[src/rmw_pkg.sv]
/*
  Shared types for the read-modify-write pipeline.
  Defines the data word, register index, immediate, opcode encoding
  and the packed instruction word that travels through the queue.
  Imported by every RTL module that carries one of these types.
*/
package rmw_pkg;

  // data word carried by registers, operands and results
  typedef logic [31:0] word_t;

  // register index, 8 architectural registers
  typedef logic [2:0] reg_t;

  // immediate, zero-extended by MOVI
  typedef logic [15:0] imm_t;

  // register count follows the index width
  localparam int NUM_REGS = 2 ** $bits(reg_t);

  // operation encoding
  // codes above OP_MOVI pass source 0 through
  typedef enum logic [3:0] {
    OP_AND  = 4'd0,
    OP_NOT  = 4'd1,
    OP_OR   = 4'd2,
    OP_XOR  = 4'd3,
    OP_ADD  = 4'd4,
    OP_SUB  = 4'd5,
    OP_MOV0 = 4'd6,
    OP_MOV1 = 4'd7,
    OP_MOVI = 4'd8
  } opcode_t;

  // instruction word, 29 bits
  typedef struct packed {
    reg_t    ra0;
    reg_t    ra1;
    reg_t    wa;
    opcode_t op;
    imm_t    imm;
  } inst_t;

endpackage
[src/rmw_top.sv]
/*
  Top level of the read-modify-write pipeline.
  Instructions enter through the queue when in_accept is high and
  leave as a one-cycle out_vld_r pulse with destination and result.
  hold freezes the pipeline while the queue keeps accepting.
*/
module rmw_top
  import rmw_pkg::*;
#(
  parameter int QUEUE_DEPTH = 16
)
(
  input  logic    clk,
  input  logic    rst,
  input  logic    hold,
  input  logic    in_pass,
  input  reg_t    in_ra0,
  input  reg_t    in_ra1,
  input  reg_t    in_wa,
  input  opcode_t in_op,
  input  imm_t    in_imm,
  output logic    in_accept,
  output logic    out_vld_r,
  output reg_t    out_wa_r,
  output word_t   out_wdata_r
);

  inst_t in_inst;
  inst_t head_inst;
  inst_t s2_inst;
  logic  queue_empty;
  logic  s1_adv;
  logic  s2_adv;
  logic  s3_adv;
  logic  s4_adv;
  logic  s3_vld_r;
  word_t rdata0;
  word_t rdata1;
  word_t operand0;
  word_t operand1;
  reg_t  s3_wa;
  word_t s3_wdata;

  // pack the loose input fields
  assign in_inst = '{ra0: in_ra0, ra1: in_ra1, wa: in_wa, op: in_op, imm: in_imm};

  inst_queue #(
    .QUEUE_DEPTH (QUEUE_DEPTH)
  ) queue_i (
    .clk       (clk),
    .rst       (rst),
    .in_pass   (in_pass),
    .in_inst   (in_inst),
    .in_accept (in_accept),
    .pop       (s1_adv),
    .empty_r   (queue_empty),
    .head_inst (head_inst)
  );

  pipe_control control_i (
    .clk         (clk),
    .rst         (rst),
    .hold        (hold),
    .queue_empty (queue_empty),
    .s1_adv      (s1_adv),
    .s2_adv      (s2_adv),
    .s3_adv      (s3_adv),
    .s4_adv      (s4_adv),
    .s3_vld_r    (s3_vld_r)
  );

  // read issued as the S1 instruction moves on, data lands in S2
  // writeback of S3 on the S4 advance
  reg_file rf_i (
    .clk    (clk),
    .rst    (rst),
    .ren    (s2_adv),
    .ra0    (head_inst.ra0),
    .ra1    (head_inst.ra1),
    .rdata0 (rdata0),
    .rdata1 (rdata1),
    .wen    (s4_adv),
    .wa     (s3_wa),
    .wdata  (s3_wdata)
  );

  operand_bypass bypass_ra0_i (
    .src_reg  (s2_inst.ra0),
    .rf_data  (rdata0),
    .fwd_vld  (s3_vld_r),
    .fwd_reg  (s3_wa),
    .fwd_data (s3_wdata),
    .operand  (operand0)
  );

  operand_bypass bypass_ra1_i (
    .src_reg  (s2_inst.ra1),
    .rf_data  (rdata1),
    .fwd_vld  (s3_vld_r),
    .fwd_reg  (s3_wa),
    .fwd_data (s3_wdata),
    .operand  (operand1)
  );

  execute_unit execute_i (
    .clk         (clk),
    .rst         (rst),
    .s2_adv      (s2_adv),
    .s3_adv      (s3_adv),
    .s4_adv      (s4_adv),
    .head_inst   (head_inst),
    .operand0    (operand0),
    .operand1    (operand1),
    .s2_inst     (s2_inst),
    .s3_wa       (s3_wa),
    .s3_wdata    (s3_wdata),
    .out_vld_r   (out_vld_r),
    .out_wa_r    (out_wa_r),
    .out_wdata_r (out_wdata_r)
  );

endmodule

[src/execute_unit.sv]
/*
  Datapath stages of the pipeline.
  Holds the S2 instruction, computes the result into S3 from the
  two bypassed operands, and drives the writeback and the output
  registers on the S4 advance.
*/
module execute_unit
  import rmw_pkg::*;
(
  input  logic  clk,
  input  logic  rst,
  input  logic  s2_adv,
  input  logic  s3_adv,
  input  logic  s4_adv,
  input  inst_t head_inst,
  input  word_t operand0,
  input  word_t operand1,
  output inst_t s2_inst,
  output reg_t  s3_wa,
  output word_t s3_wdata,
  output logic  out_vld_r,
  output reg_t  out_wa_r,
  output word_t out_wdata_r
);

  word_t s2_result;

  // operation set
  function automatic word_t exe(opcode_t op, imm_t imm, word_t a, word_t b);
    word_t r;
    case (op)
      OP_AND:  r = a & b;
      OP_NOT:  r = ~a;
      OP_OR:   r = a | b;
      OP_XOR:  r = a ^ b;
      OP_ADD:  r = a + b;
      OP_SUB:  r = a - b;
      OP_MOV0: r = a;
      OP_MOV1: r = b;
      // zero-extend the immediate
      OP_MOVI: r = {{($bits(word_t) - $bits(imm_t)){1'b0}}, imm};
      default: r = a;
    endcase
    return r;
  endfunction

  // S2 instruction, taken from the S1 head register
  always_ff @(posedge clk)
  begin
    if (s2_adv)
      s2_inst <= head_inst;
  end

  assign s2_result = exe(s2_inst.op, s2_inst.imm, operand0, operand1);

  // S3 result and destination
  // these also feed writeback and the forwarding path
  always_ff @(posedge clk)
  begin
    if (s3_adv)
    begin
      s3_wa    <= s2_inst.wa;
      s3_wdata <= s2_result;
    end
  end

  // output strobe, one pulse per result
  always_ff @(posedge clk)
  begin
    if (rst)
      out_vld_r <= 1'b0;
    else
      out_vld_r <= s4_adv;
  end

  // output payload, loaded with the writeback
  always_ff @(posedge clk)
  begin
    if (s4_adv)
    begin
      out_wa_r    <= s3_wa;
      out_wdata_r <= s3_wdata;
    end
  end

endmodule

[src/operand_bypass.sv]
/*
  Forwarding selector for one source operand in S2.
  Picks the S3 result when it is valid and targets this source
  register, otherwise the register file read data.
  One instance per source operand.
*/
module operand_bypass
  import rmw_pkg::*;
(
  input  reg_t  src_reg,
  input  word_t rf_data,
  input  logic  fwd_vld,
  input  reg_t  fwd_reg,
  input  word_t fwd_data,
  output word_t operand
);

  logic hit;

  // newer in-flight result for the same register
  assign hit = fwd_vld & (fwd_reg == src_reg);

  // older results are already in the file
  // or caught by the write-first read
  assign operand = hit ? fwd_data : rf_data;

endmodule

[src/pipe_control.sv]
/*
  Pipeline control for the four stages.
  Tracks the valid bits of S1 to S3 and derives one advance enable
  per stage. The hold input freezes every stage at once.
  s1_adv doubles as the queue pop, s4_adv as writeback and output load.
*/
module pipe_control
(
  input  logic clk,
  input  logic rst,
  input  logic hold,
  input  logic queue_empty,
  output logic s1_adv,
  output logic s2_adv,
  output logic s3_adv,
  output logic s4_adv,
  output logic s3_vld_r
);

  logic s1_vld_r;
  logic s2_vld_r;

  // a stage loads when the one before it has an item
  // and the pipe is not held
  assign s1_adv = ~queue_empty & ~hold;
  assign s2_adv = s1_vld_r & ~hold;
  assign s3_adv = s2_vld_r & ~hold;
  assign s4_adv = s3_vld_r & ~hold;

  // valid bits move in lockstep
  // an empty stage upstream leaves a bubble
  always_ff @(posedge clk)
  begin
    if (rst)
    begin
      s1_vld_r <= 1'b0;
      s2_vld_r <= 1'b0;
      s3_vld_r <= 1'b0;
    end
    else if (!hold)
    begin
      s1_vld_r <= s1_adv;
      s2_vld_r <= s2_adv;
      s3_vld_r <= s3_adv;
    end
  end

endmodule

[src/reg_file.sv]
/*
  Register file with two registered read ports and one write port.
  A read of the register being written in the same cycle returns
  the new data. All registers clear to zero on reset.
*/
module reg_file
  import rmw_pkg::*;
(
  input  logic  clk,
  input  logic  rst,
  input  logic  ren,
  input  reg_t  ra0,
  input  reg_t  ra1,
  output word_t rdata0,
  output word_t rdata1,
  input  logic  wen,
  input  reg_t  wa,
  input  word_t wdata
);

  word_t regs_r [NUM_REGS];

  // write port
  always_ff @(posedge clk)
  begin
    if (rst)
    begin
      for (int i = 0; i < NUM_REGS; i++)
        regs_r[i] <= '0;
    end
    else if (wen)
      regs_r[wa] <= wdata;
  end

  // read ports, data held until the next read
  // write-first so a same-cycle writeback is seen
  always_ff @(posedge clk)
  begin
    if (ren)
    begin
      rdata0 <= (wen && wa == ra0) ? wdata : regs_r[ra0];
      rdata1 <= (wen && wa == ra1) ? wdata : regs_r[ra1];
    end
  end

endmodule

[src/inst_queue.sv]
/*
  Circular instruction FIFO in front of the pipeline.
  Accepts an instruction whenever it is not full and pops on the
  S1 advance, loading the entry at the read pointer into the S1
  head register. Full and empty are registered.
*/
module inst_queue
  import rmw_pkg::*;
#(
  parameter int QUEUE_DEPTH = 16
)
(
  input  logic  clk,
  input  logic  rst,
  input  logic  in_pass,
  input  inst_t in_inst,
  output logic  in_accept,
  input  logic  pop,
  output logic  empty_r,
  output inst_t head_inst
);

  // extra top bit on each pointer tells full from empty
  localparam int ADDR_W = $clog2(QUEUE_DEPTH);
  localparam int PTR_W  = ADDR_W + 1;

  inst_t            mem_r [QUEUE_DEPTH];
  logic [PTR_W-1:0] wr_ptr_r;
  logic [PTR_W-1:0] rd_ptr_r;
  logic [PTR_W-1:0] wr_ptr_nxt;
  logic [PTR_W-1:0] rd_ptr_nxt;
  logic             full_r;
  logic             push;

  // accept level does not depend on hold
  assign in_accept = ~full_r;
  assign push      = in_pass & in_accept;

  assign wr_ptr_nxt = wr_ptr_r + {{ADDR_W{1'b0}}, push};
  assign rd_ptr_nxt = rd_ptr_r + {{ADDR_W{1'b0}}, pop};

  // pointers and flags, flags follow the next pointers
  always_ff @(posedge clk)
  begin
    if (rst)
    begin
      wr_ptr_r <= '0;
      rd_ptr_r <= '0;
      empty_r  <= 1'b1;
      full_r   <= 1'b0;
    end
    else
    begin
      wr_ptr_r <= wr_ptr_nxt;
      rd_ptr_r <= rd_ptr_nxt;
      empty_r  <= (wr_ptr_nxt == rd_ptr_nxt);
      // same slot, opposite lap
      full_r   <= (wr_ptr_nxt[ADDR_W] != rd_ptr_nxt[ADDR_W]) &&
                  (wr_ptr_nxt[ADDR_W-1:0] == rd_ptr_nxt[ADDR_W-1:0]);
    end
  end

  // storage
  always_ff @(posedge clk)
  begin
    if (push)
      mem_r[wr_ptr_r[ADDR_W-1:0]] <= in_inst;
  end

  // S1 register, takes the entry at the read pointer as it pops
  always_ff @(posedge clk)
  begin
    if (pop)
      head_inst <= mem_r[rd_ptr_r[ADDR_W-1:0]];
  end

endmodule

[config.mk]
export PLATFORM = sky130hd
export DESIGN_NAME = rmw_top
export DESIGN_NICKNAME = d
export VERILOG_FILES = /design/src/rmw_pkg.sv /design/src/rmw_top.sv /design/src/execute_unit.sv /design/src/operand_bypass.sv /design/src/pipe_control.sv /design/src/reg_file.sv /design/src/inst_queue.sv
export SDC_FILE = /design/constraint.sdc
export NUM_CORES = 1
export LEC_CHECK = 0
export BUFFER_PORTS_ARGS = -buffer_cell sky130_fd_sc_hd__buf_2
export CAP_MARGIN = 5
export CELL_PAD_IN_SITES_DETAIL_PLACEMENT = 1
export CELL_PAD_IN_SITES_GLOBAL_PLACEMENT = 1
export CORE_MARGIN = 4
export CORE_UTILIZATION = 59
export CTS_CLUSTER_SIZE = 10
export DETAILED_ROUTE_END_ITERATION = 16
export PLACE_DENSITY_LB_ADDON = 0.1
export SETUP_SLACK_MARGIN = 0.1
export SLEW_MARGIN = 10
export SYNTH_ARGS = -nofsm -noshare
export SYNTH_HDL_FRONTEND = slang
export SYNTH_SLANG_ARGS = --single-unit
[constraint.sdc]
create_clock -name clk -period 14.8 [get_ports clk]
set_input_delay 2.96 -clock clk [delete_from_list [all_inputs] [get_ports clk]]
set_output_delay 2.96 -clock clk [all_outputs]
set_load 0.03 [all_outputs]
* After elaboration in Yosys (flattened, before gate mapping)
Memory sizes are Yosys's and may differ from the RTL's. A register that Yosys moved wholly into a read port is not among the register bits. Cells that the tools add are included.
Storage, ports and cells: output and inout port bits 37, logic and storage cells 73, bits in registers 179, memory bits (writable) 720, memories kept 2
Cells by class: eq/ne operators 14, bitwise operators 14, add/sub/neg operators 4, muxes and demuxes 15, reductions and logical operators 5
Memories:
- queue_i.mem_r | depth 16, width 29, rd ports 1, clocked after Yosys merged registers in 1, wr ports 1, RTL line inst_queue.sv:27 | inst_t mem_r [QUEUE_DEPTH];
- rf_i.regs_r | depth 8, width 32, rd ports 2, clocked after Yosys merged registers in 0, wr ports 8, RTL line reg_file.sv:21 | word_t regs_r [NUM_REGS];
Operators with widths (count):
- 32-bit one-hot mux with 8 select lines | 1
- 32-bit two-way mux | 5
- 32-bit adder | 1
- 32-bit AND | 1
- 32-bit inverter | 1
- 32-bit bitwise OR | 1
- 32-bit OR reduction | 1
- 32-bit subtractor | 1
- 32-bit XOR | 1
- 3-bit == test | 4
- 4-bit by 3-bit == test with 1-bit output, second input constant | 3
- 5-bit by 1-bit adder with 5-bit output | 2
- 4-bit by 2-bit == test with 1-bit output, second input constant | 2
- 1-bit two-way mux | 8
- 1-bit AND | 7
- 5-bit == test | 1
- 4-bit by 1-bit == test with 1-bit output, second input constant | 1
- 4-bit == test | 1
- 4-bit == test, second input constant | 1
- 4-bit logical NOT | 1
- 1-bit logical AND | 3
- 3-bit two-way mux | 1
- 1-bit inverter | 3
- 1-bit inequality test | 1

* Longest topological paths before layout
Gate-level depths: netlist of run 1.
word-level depth 7, gate-level depth with buffers 21

* Modules after synthesis
From an unflattened synthesis of run 1, not the netlist that was laid out.
Unflattened totals: cell total of the unflattened synthesis 2632, area, all modules 44295.0 um^2
By module, submodules not included:
- inst_queue | instances 1, sequential area each 15044.4 um^2, area each 18828.1 um^2, cells an instance 811
- reg_file | instances 1, sequential area each 9609.2 um^2, area each 16400.7 um^2, cells an instance 929
- execute_unit | instances 1, sequential area each 2992.9 um^2, area each 7832.5 um^2, cells an instance 799
- operand_bypass | instances 2, sequential area each 0.0 um^2, area each 545.5 um^2, cells an instance 39
- pipe_control | instances 1, sequential area each 60.1 um^2, area each 142.6 um^2, cells an instance 15

* Worst setup path before layout of run 1
Ideal clock, no wire load.
path kind input port to flip-flop, from input port hold, to register, netlist name execute_i.s2_inst[0], path buffers 0, data required time 14.240 ns, arrival time 7.131 ns, setup slack 7.109 ns, stages 1, cells stage by stage nor2b_1
On the way: cells in the longest elaborated chain, start to end 2
Ends and longest elaborated chain:
- from (decl) | RTL line rmw_top.sv:15 | input logic hold,
- 1-bit inverter | RTL line pipe_control.sv:26 | assign s2_adv = s1_vld_r & ~hold;
- 1-bit AND | RTL line pipe_control.sv:26
Every way passes these cells. A chain may end at the register's enable or synchronous reset.

* Final worst setup path of run 1
from register execute_i.s3_wa[1], to register execute_i.s3_wdata[25] (data pin)
On the way: cells in the longest elaborated chain, start to end 5, elaborated cells between the ends (all ways) 13
Ends and longest elaborated chain:
- from (decl) | RTL line execute_unit.sv:19 | output reg_t s3_wa,
- from (signal assigned) | RTL line execute_unit.sv:62 | s3_wa <= s2_inst.wa;
- 3-bit == test | RTL line operand_bypass.sv:21 | assign hit = fwd_vld & (fwd_reg == src_reg);
- 1-bit AND | RTL line operand_bypass.sv:21
- 32-bit two-way mux | RTL line operand_bypass.sv:25 | assign operand = hit ? fwd_data : rf_data;
- 32-bit subtractor (tied with other cells) | RTL line execute_unit.sv:37 | OP_SUB: r = a - b;
- 32-bit one-hot mux with 8 select lines * | RTL line execute_unit.sv:31 | case (op)
- via execute_i.s2_result[25] | RTL line execute_unit.sv:26 | word_t s2_result;
- to (signal assigned) | RTL line execute_unit.sv:63 | s3_wdata <= s2_result;
- to (decl) | RTL line execute_unit.sv:20 | output word_t s3_wdata,
The timed path passes the listed nets; every way through them passes the cells marked *.

==> impl_summary.md, run 1 <==
Outcome
The flow ran to the end, and the final reports show no timing, DRC or antenna violations.

Global route
The via count of the first global-routing pass is 27400. The aggregate global-route resource usage is 0.323. Entering global routing, the biggest net connects 75 pins. The global-route wire length before repair is 184000 µm.

Global routing finished with a remaining overflow of 0. The initial antenna violation count is 10.

STA
The total count of max-transition violations in the final report is 0. The hold violation total from the final report came to 0. The part of the cycle the worst path needs is 0.397. Setup repair after global routing left no endpoint under its margin.

The total negative slack is 0 ns. The final setup skew is 0.0932 ns. The worst path in the final design needs a cycle of 5.87 ns, including I/O delays and setup.

The headroom to the max-slew limit is 0.223. Derived from the worst setup path, the maximum achievable clock frequency is 170 MHz. The total of endpoints with negative setup slack in the final report is 0.

For the pin with the worst max-slew slack, the measured transition is 1.17 ns.

Worst setup path
The critical setup path kind is reg -> reg. The kind of end point of the critical path is a register. The peak fanout along the critical path is 52.

For this run, the slowest stage of the critical path takes 0.63 ns. The cell class contributing the biggest share of worst-path delay is compound AO/OA/AOI/OAI gates. The startpoint class of the critical path is a register. At the worst endpoint, the arrival time is 6.38 ns.

The critical path goes through xnor2_4, nand4_4, buf_4, mux2i_2, inv_2, nor4_4, nand2_1, nand2_1, xnor2_1, ha_1, a21o_1, a21o_1, a21oi_1, o21ai_0, a41o_1, a21boi_2, a221oi_1, mux2_1, o21ai_1. STA puts the critical path data required time at 15.31 ns. The worst path buffer plus inverter count is 2. On the critical path, the stage with the largest delay is an instance of sky130_fd_sc_hd__edfxtp_1.

Placement
Once detailed placement completed, the half-perimeter wirelength came to 78800 µm. Routability-driven placement finished with a final weighted congestion of 0.873. The number of buffers inserted by port buffering is 69.

The area of placed instances is 45100 µm².

Synth
The synthesized netlist occupies a cell area of 43600 µm². When the netlist entered floorplanning its net count stood at 2846. The synthesized flop and latch total is 928.

The async set-reset flop share out of synthesis is 0. The average cell area after synthesis is 16.1 µm². Counting flops with a built-in enable in the synthesized netlist gives 912. In this run, distinct cell masters in the synthesized netlist total 75.

The share of the Yosys chip area taken by registers is 0.635. The synthesis warning total is 0. After technology mapping, the gate count stands at 2715. The most used flip-flop cell after synthesis is sky130_fd_sc_hd__edfxtp_1.

Clocking
The clock passes through at most 3 buffers. The tree is rooted in a sky130_fd_sc_hd__clkbuf_16. The number of sinks on the clock net is 928.

At the later pin of the worst-skew pair, clock insertion delay measures 0.70 ns. The clock buffer count from CTS is 105. The clock tree from TritonCTS is built. Gates resized during post-CTS repair numbered 0. Clock-pin slew was measured on the worst setup and hold paths at 0.06 ns. CTS built an H-tree with a depth of 3. Once the clock tree was built, the setup fixing pass inserted 0 buffers. For this design, the CTS-stage hold fixing added 0 buffers.

Power
Of the total power, the clock network draws 0.393. The static leakage is 16.7 nW. The maximum resistive drop on vdd is 0.119 mV. The share of power burned in combinational logic is 0.102. The sequential cell fraction of total power is 0.506. Dividing total power by cell area gives a power density of 125 nW/µm². The switching component of the power is 1.43 mW.

The switching fraction of total power is 0.238. The internal portion of the total power is 4.56 mW.

Floorplan
The die covers 78400 µm². The standard cell core area is 73100 µm². Row generation in the floorplan step produced 99 rows. The die outline height is 280 µm.

The total I/O pin count is 70. The initial core utilization is 0.597. The chip width is 280 µm.

Worst hold path
In this run the worst hold path is classified as reg -> reg.

Cells and area
The final non-filler cell area is 48100 µm². The multi-input combinational cells in the finished layout cover a total of 15100 µm². The number of inserted filler cells in the final layout is 6268.

The number of nets in the layout is 2891. The proportion of layout cells with a drive suffix above 1 is 0.211. The area growth from synthesis to final layout is 10.2%. The area occupied by registers is 27700 µm².

Detailed routing
The first TritonRoute pass finished after 6 iterations. The DRC violations left is 0. The number of vias per cell after detailed routing is 6.74.

Summing over every cut layer, the via total after detailed routing is 25400. The first routing iteration left 2639 violations. In the final routed layout, each cell accounts on average for 33.1 µm. The count of nets left with antenna violations once routing finished came out at 0. The routed wire length is 125000 µm.

Job
The number of max-cap violations is 0.
-- metal layers --
metal	GRT usage	part of all wire	vias to the layer above
met3	0.0466	0.056	284
met5	0	0.00044	-
met2	0.588	0.54	1029
li1	-	-	10600
met4	0.144	0.050	8
met1	0.385	0.36	13400
-- layout make-up --
type | instances | area share
multi-input combinational | 1521 | 0.314
antenna | 2 | 0.000104
inverter | 77 | 0.00601
sequential | 928 | 0.576
clock buffer | 136 | 0.0571
tap | 959 | 0.0250
timing repair buffer | 127 | 0.0162
clock inverter | 14 | 0.00549
-- final timing paths --
path                                        from                               end  slack (ns)  cells after the start
hold / removal    queue_i.head_inst[1]$_DFFE_PP_    execute_i.s2_inst[1]$_DFFE_PP_        0.42                      0
setup / recovery    execute_i.s3_wa[1]$_DFFE_PP_  execute_i.s3_wdata[25]$_DFFE_PP_        8.93                     19
setup reg to reg    execute_i.s3_wa[1]$_DFFE_PP_  execute_i.s3_wdata[25]$_DFFE_PP_        8.93                     19
hold reg to reg   queue_i.head_inst[1]$_DFFE_PP_    execute_i.s2_inst[1]$_DFFE_PP_        0.42                      0
-- cells by family after synthesis --
family	count (synthesis)	synth area share
flip-flops	928	0.635
AND/OR/NAND/NOR	591	0.0730
multiplexers	417	0.176
AO/OA/AOI/OAI	340	0.0479
buffers and inverters	266	0.0234
adder cells (fa/ha/maj)	98	0.0283
XOR/XNOR	75	0.0165
-- cell usage in the layout (no fill, tap or decap), drive strengths merged, types with 7 or more instances in the layout --
cell     Yosys  final
buf         34    127
xnor2       56     56
o211ai       7      7
mux4       278    278
a22oi       15     15
inv         77     79
o2111ai      9      9
and2       261    261
a221oi       9      9
o22ai       10     10
xor2        19     19
a211oi      21     21
ha          97     97
nand2      123    123
clkinv       0     10
nand3       11     11
clkbuf     155    136
nor2        89     89
or2         11     11
dfxtp       16     16
nor2b       13     13
a21o        18     18
nand2b      15     15
nor3        29     29
o21ai      123    123
mux2i      134    134
edfxtp     912    912
a31oi        8      8
nor4         9      9
a21oi       86     86
-- power by group through the flow --
stage | Sequential [mW] | Combinational, mW | Clock (mW)
final | 3.03 | 0.609 | 2.35
after global routing | 3.03 | 0.647 | 2.50
after CTS | 3.03 | 0.613 | 2.38
after detailed placement | 3.08 | 0.605 | 0
after global placement | 3.07 | 0.583 | 0
after floorplan | 3.04 | 0.428 | 0
-- sequential cells by signal, summed over array words and instances, names as in the netlist, 29 cells and up --
name                   flops
execute_i.s3_wdata        32
rf_i.rdata0               32
queue_i.head_inst         29
execute_i.s2_inst         29
execute_i.out_wdata_r     32
queue_i.mem_r            464
rf_i.regs_r              256
rf_i.rdata1               32
-- worst register-to-register path: stages, from the launching register on --
cell	delay (ns)
sky130_fd_sc_hd__edfxtp_1	0.63
sky130_fd_sc_hd__xnor2_4	0.25
sky130_fd_sc_hd__nand4_4	0.11
sky130_fd_sc_hd__buf_4	0.62
sky130_fd_sc_hd__mux2i_2	0.47
sky130_fd_sc_hd__inv_2	0.12
sky130_fd_sc_hd__nor4_4	0.60
sky130_fd_sc_hd__nand2_1	0.27
sky130_fd_sc_hd__nand2_1	0.15
sky130_fd_sc_hd__xnor2_1	0.08
sky130_fd_sc_hd__ha_1	0.38
sky130_fd_sc_hd__a21o_1	0.22
sky130_fd_sc_hd__a21o_1	0.19
sky130_fd_sc_hd__a21oi_1	0.24
sky130_fd_sc_hd__o21ai_0	0.17
sky130_fd_sc_hd__a41o_1	0.23
sky130_fd_sc_hd__a21boi_2	0.21
sky130_fd_sc_hd__a221oi_1	0.33
sky130_fd_sc_hd__mux2_1	0.38
sky130_fd_sc_hd__o21ai_1	0.13
-- synthesized netlist by cell type (4+ instances only) --
cell type                   count  area (µm²)
sky130_fd_sc_hd__and2_1       261        1630
sky130_fd_sc_hd__buf_2          9        45.0
sky130_fd_sc_hd__clkbuf_1     155         582
sky130_fd_sc_hd__a22oi_1       15         113
sky130_fd_sc_hd__o21ai_0       92         460
sky130_fd_sc_hd__nor4_1         7        43.8
sky130_fd_sc_hd__and3_1         5        31.3
sky130_fd_sc_hd__nor3_1        29         145
sky130_fd_sc_hd__mux2i_1      131        1310
sky130_fd_sc_hd__nand2_1      123         462
sky130_fd_sc_hd__nand3_1       11        55.1
sky130_fd_sc_hd__a21oi_1       86         430
sky130_fd_sc_hd__ha_1          97        1210
sky130_fd_sc_hd__mux4_2       278        6260
sky130_fd_sc_hd__a31oi_1        7        43.8
sky130_fd_sc_hd__inv_1         71         267
sky130_fd_sc_hd__a211oi_1      21         158
sky130_fd_sc_hd__o221ai_1       4        35.0
sky130_fd_sc_hd__edfxtp_1     912       27400
sky130_fd_sc_hd__or3_1          5        31.3
sky130_fd_sc_hd__or2_2         10        62.6
sky130_fd_sc_hd__nand2b_1      15        93.8
sky130_fd_sc_hd__o21a_1         6        45.0
sky130_fd_sc_hd__xor2_1        19         166
sky130_fd_sc_hd__o21ai_1       31         155
sky130_fd_sc_hd__a221oi_1       9        78.8
sky130_fd_sc_hd__inv_2          6        22.5
sky130_fd_sc_hd__xnor2_1       52         455
sky130_fd_sc_hd__buf_1         22        82.6
sky130_fd_sc_hd__o2111ai_1      9        78.8
sky130_fd_sc_hd__o22ai_1       10        62.6
sky130_fd_sc_hd__or4_1          6        45.0
sky130_fd_sc_hd__nor3b_1        4        30.0
sky130_fd_sc_hd__nor2b_1       13        81.3
sky130_fd_sc_hd__nor2_1        89         334
sky130_fd_sc_hd__a21o_1        18         135
sky130_fd_sc_hd__dfxtp_1       16         320
sky130_fd_sc_hd__o211ai_1       6        45.0
-- per-stage QoR --
step | util | instances | worst slack [ns] | hold WS [ns] | power (mW)
global placement | 0.617 | 3612 | 9.17 | 0.407 | 3.66
global route | 0.658 | 3763 | 8.60 | 0.437 | 6.18
floorplan | - | 2715 | 7.11 | 0.400 | 3.47
detailed placement | 0.617 | 3612 | 8.98 | 0.406 | 3.69
finish | 0.658 | 3764 | 8.93 | 0.421 | 5.99
CTS | 0.658 | 3762 | 9.00 | 0.418 | 6.02
Note: power is estimated with default switching activity, not from simulation.
==> inputs of run 2 (changes only) <==
Settings changed: CORE_UTILIZATION 59 to 49.
Clock period 14.8 ns to 5.39 ns, I/O delays scaled along.
==> run 2 against run 1 <==
  * First-iteration DRC count decreased by 15%
  * Clock-buffer cell count grew 4
  * Total power grew to 2.7 times the previous value
  * Core utilization fell by 11 points
  * Routed wire length is 0.90% lower
  * Non-clock buffer count up 38
  * Maximum frequency grew 20%
  * Sequential power increased to 2.7 times the previous value
  * Sequential cell count stayed put
  * Largest cell class unchanged
  * Global-route usage decreased by 5.7 points
==> impl_summary.md, run 2 (synthesized netlist as in run 1, its figures left out) <==
Outcome
Outcome: completed (unchanged).

Clocking
The number of sinks on the clock net came to 928 (unchanged). The number of levels the H-tree was split into is 3 (unchanged). The clock latency of the later-clocked register in the worst-skew pair is 0.71 ns (was 0.70 ns).

The clock buffer count from CTS was 107 (was 105). The clock tree from TritonCTS is built (unchanged). The root buffer cell is sky130_fd_sc_hd__clkbuf_16 (unchanged).

The maximum buffer depth of the clock tree is 3 (unchanged). The clock-pin slew reported for the worst setup and hold paths after clock tree synthesis is 0.06 ns (about the same). The hold buffer count at CTS is 0 (unchanged).

Floorplan
The total die area was 93900 µm² (was 78400 µm²). The die outline height is 306 µm (was 280 µm). The standard cell core area was 88400 µm² (was 73100 µm²).

The chip width is 306 µm (was 280 µm). The initial core utilization is 0.494 (was 0.597). The total I/O pin count is 70 (unchanged). The number of rows created at floorplan is 109 (was 99).

Detailed routing
The number of vias per cell after detailed routing came to 6.22 (was 6.74). The routed wire length is 124000 µm (was 125000 µm). The count of nets left with antenna violations after detail routing is 0 (unchanged).

The count of TritonRoute iterations in the first routing pass is 5 (was 6). The number of vias after detailed routing came to 25000 (was 25400). The DRC violations left is 0 (unchanged).

The average wire per cell in the routed design is 30.8 µm (was 33.1 µm). The initial DRC count is 2241 (was 2639).

Global route
The global-route wire length before repair is 183000 µm (was 184000 µm). The via count of the first global-routing pass was 27200 (was 27400). The leftover overflow at the end of global routing is 0 (unchanged). The largest net degree at the start of global routing is 73 (was 75).

The aggregate global-route resource usage came to 0.266 (was 0.323). The initial antenna violation count is 5 (was 10).

STA
The final hold slack is 0.424 ns (was 0.421 ns). The transition time of the tightest slew-check pin is 1.18 ns (was 1.17 ns). The minimum period implied by the final worst setup slack came to 4.90 ns (was 5.87 ns). The total of endpoints with negative setup slack in the final report is 0 (unchanged). The headroom to the max-slew limit is 0.206 (was 0.223). The total negative slack is 0 ns (unchanged). Setup repair after global routing missed its margin: false (unchanged).

The total count of max-transition violations in the final report was 0 (unchanged). The part of the cycle the worst path needs is 0.909 (was 0.397). The achievable frequency is 204 MHz (was 170 MHz). The hold violation total from the final report is 0 (unchanged).

The final setup skew was 0.0294 ns (was 0.0932 ns).

Power
The total power of the final layout came to 16.5 mW (was 5.99 mW). The power density normalized to cell area is 338 nW/µm² (was 125 nW/µm²). The static leakage is 16.9 nW (was 16.7 nW). The maximum resistive drop on vdd is 0.290 mV (was 0.119 mV).

Worst setup path
The capture point of the worst reg-to-reg path was execute_i.s3_wdata[28]$_DFFE_PP_ (was execute_i.s3_wdata[25]$_DFFE_PP_). The critical setup path kind is reg -> reg (unchanged). The required arrival time at the worst endpoint is 5.80 ns (was 15.31 ns). The data arrival time of the critical path is 5.30 ns (was 6.38 ns). The reg-to-reg critical path startpoint is execute_i.s3_wa[0]$_DFFE_PP_ (was execute_i.s3_wa[1]$_DFFE_PP_). The kind of end point of the critical path is a register (unchanged). The flop-to-flop setup slack is 0.49 ns (was 8.93 ns).

The startpoint class of the critical path is a register (unchanged). The length in cells of the worst reg-to-reg path was 19 (unchanged). The peak fanout along the critical path is 31 (was 52).

Placement
The number of buffers inserted by port buffering is 69 (unchanged). The placed instance count was 3850 (was 3612). The global placer's final weighted congestion was 0.845 (was 0.873). The sum of net half-perimeters after detailed placement is 77900 µm (was 78800 µm).

Cells and area
Commonest cells after routing, fill and taps aside: 912 x sky130_fd_sc_hd__edfxtp_1, 278 x sky130_fd_sc_hd__mux4_2, 261 x sky130_fd_sc_hd__and2_1 (unchanged). The utilization after layout came to 0.551 (was 0.658). The most common cell after layout, fill and taps aside is sky130_fd_sc_hd__edfxtp_1 (unchanged). The number of flip-flops under the largest register name is 464 (unchanged).

The proportion of layout cells with a drive suffix above 1 is 0.224 (was 0.211). The number of standard cells in the layout, taps in and fillers out is 4017 (was 3764). The number of inserted filler cells in the final layout is 8113 (was 6268). The area growth from synthesis to final layout came to 11.7% (was 10.2%). The number of nets in the layout is 2931 (was 2891).

Worst hold path
The path type of the worst min-delay path is reg -> reg (unchanged). The end point of the most critical hold path is execute_i.s2_inst[0]$_DFFE_PP_ (was execute_i.s2_inst[1]$_DFFE_PP_). The hold path startpoint is queue_i.head_inst[0]$_DFFE_PP_ (was queue_i.head_inst[1]$_DFFE_PP_). The worst hold path cell count was 0 (unchanged).

Job
The number of max-cap violations is 0 (unchanged).
[run 2: cell count changes in the layout (fill, tap and decap cells not counted), moves of 2 or more]
cell                        previous run  this run
sky130_fd_sc_hd__buf_4                58        92
sky130_fd_sc_hd__mux2i_4               0         2
sky130_fd_sc_hd__buf_12                0         3
sky130_fd_sc_hd__clkinv_2              1         6
sky130_fd_sc_hd__clkinv_16             5         2
sky130_fd_sc_hd__clkbuf_16           105       107
[run 2: metal layers]
| layer | part of all wire | vias to the layer above | track usage |
|---|---|---|---|
| met3 | 0.049 | 221 | 0.0381 |
| met2 | 0.52 | 737 | 0.469 |
| li1 | - | 10700 | - |
| met4 | 0.036 | 2 | 0.0922 |
| met5 | 0.000097 | - | 0 |
| met1 | 0.39 | 13300 | 0.339 |
[run 2: area by class of cell]
class,instances,area (µm²),area share
diodes,2,5.00,0.000103
clock buffers,140,2810,0.0577
clock inverters,19,225,0.00462
inverters,77,289,0.00593
multi-input cells,1521,15100,0.310
flip-flops and latches,928,27700,0.569
well taps,1165,1460,0.0299
repair buffers,165,1110,0.0228
[run 2: power breakdown]
group	switching (mW)	internal (mW)	total [mW]
combinational	0.929	0.737	1.67
sequential	0.129	8.15	8.28
clock	2.81	3.71	6.52
total	3.86	12.6	16.5
[run 2: critical path, cell delays in order (launching register included)]
cell	delay, ns
sky130_fd_sc_hd__edfxtp_1	0.52
sky130_fd_sc_hd__xnor2_4	0.24
sky130_fd_sc_hd__nand4_4	0.26
sky130_fd_sc_hd__buf_8	0.30
sky130_fd_sc_hd__mux2i_1	0.18
sky130_fd_sc_hd__nor4_4	0.26
sky130_fd_sc_hd__nand2_1	0.20
sky130_fd_sc_hd__nor4_2	0.33
sky130_fd_sc_hd__a21oi_1	0.13
sky130_fd_sc_hd__xnor2_1	0.16
sky130_fd_sc_hd__ha_1	0.21
sky130_fd_sc_hd__a21o_1	0.19
sky130_fd_sc_hd__a21o_1	0.20
sky130_fd_sc_hd__a221oi_1	0.30
sky130_fd_sc_hd__nor2b_1	0.14
sky130_fd_sc_hd__nor2_1	0.25
sky130_fd_sc_hd__o21ai_0	0.16
sky130_fd_sc_hd__a211oi_1	0.30
sky130_fd_sc_hd__o31a_1	0.19
sky130_fd_sc_hd__a21oi_1	0.06
[run 2: timing repair]
item                                   CTS  global route
setup buffers                            0             6
setup endpoints to repair                0             7
resized for setup                        0             7
endpoints found under the hold margin    0             0
[run 2: stage by stage]
| stage | worst slack [ns] | instance area, µm² |
|---|---|---|
| 6_report | 0.493 | 48700 |
| 5_1_grt | 0.118 | 48700 |
| 4_1_cts | 0.264 | 48700 |
| 3_5_place_dp | 0.339 | 45600 |
| 3_3_place_gp | 0.308 | 45600 |
| 2_1_floorplan | 0.768 | 43600 |
[run 2: worst max path at each step]
stage	from	to	slack, ns
5_1_grt	execute_i.s3_wa[0]$_DFFE_PP_	execute_i.s3_wdata[28]$_DFFE_PP_	0.12
3_5_place_dp	execute_i.s3_wa[0]$_DFFE_PP_	execute_i.s3_wdata[22]$_DFFE_PP_	0.34
2_1_floorplan	execute_i.s3_wa[1]$_DFFE_PP_	execute_i.s3_wdata[26]$_DFFE_PP_	0.77
3_3_place_gp	execute_i.s3_wa[0]$_DFFE_PP_	execute_i.s3_wdata[22]$_DFFE_PP_	0.31
4_1_cts	execute_i.s3_wa[0]$_DFFE_PP_	execute_i.s3_wdata[28]$_DFFE_PP_	0.26
6_report	execute_i.s3_wa[0]$_DFFE_PP_	execute_i.s3_wdata[28]$_DFFE_PP_	0.49
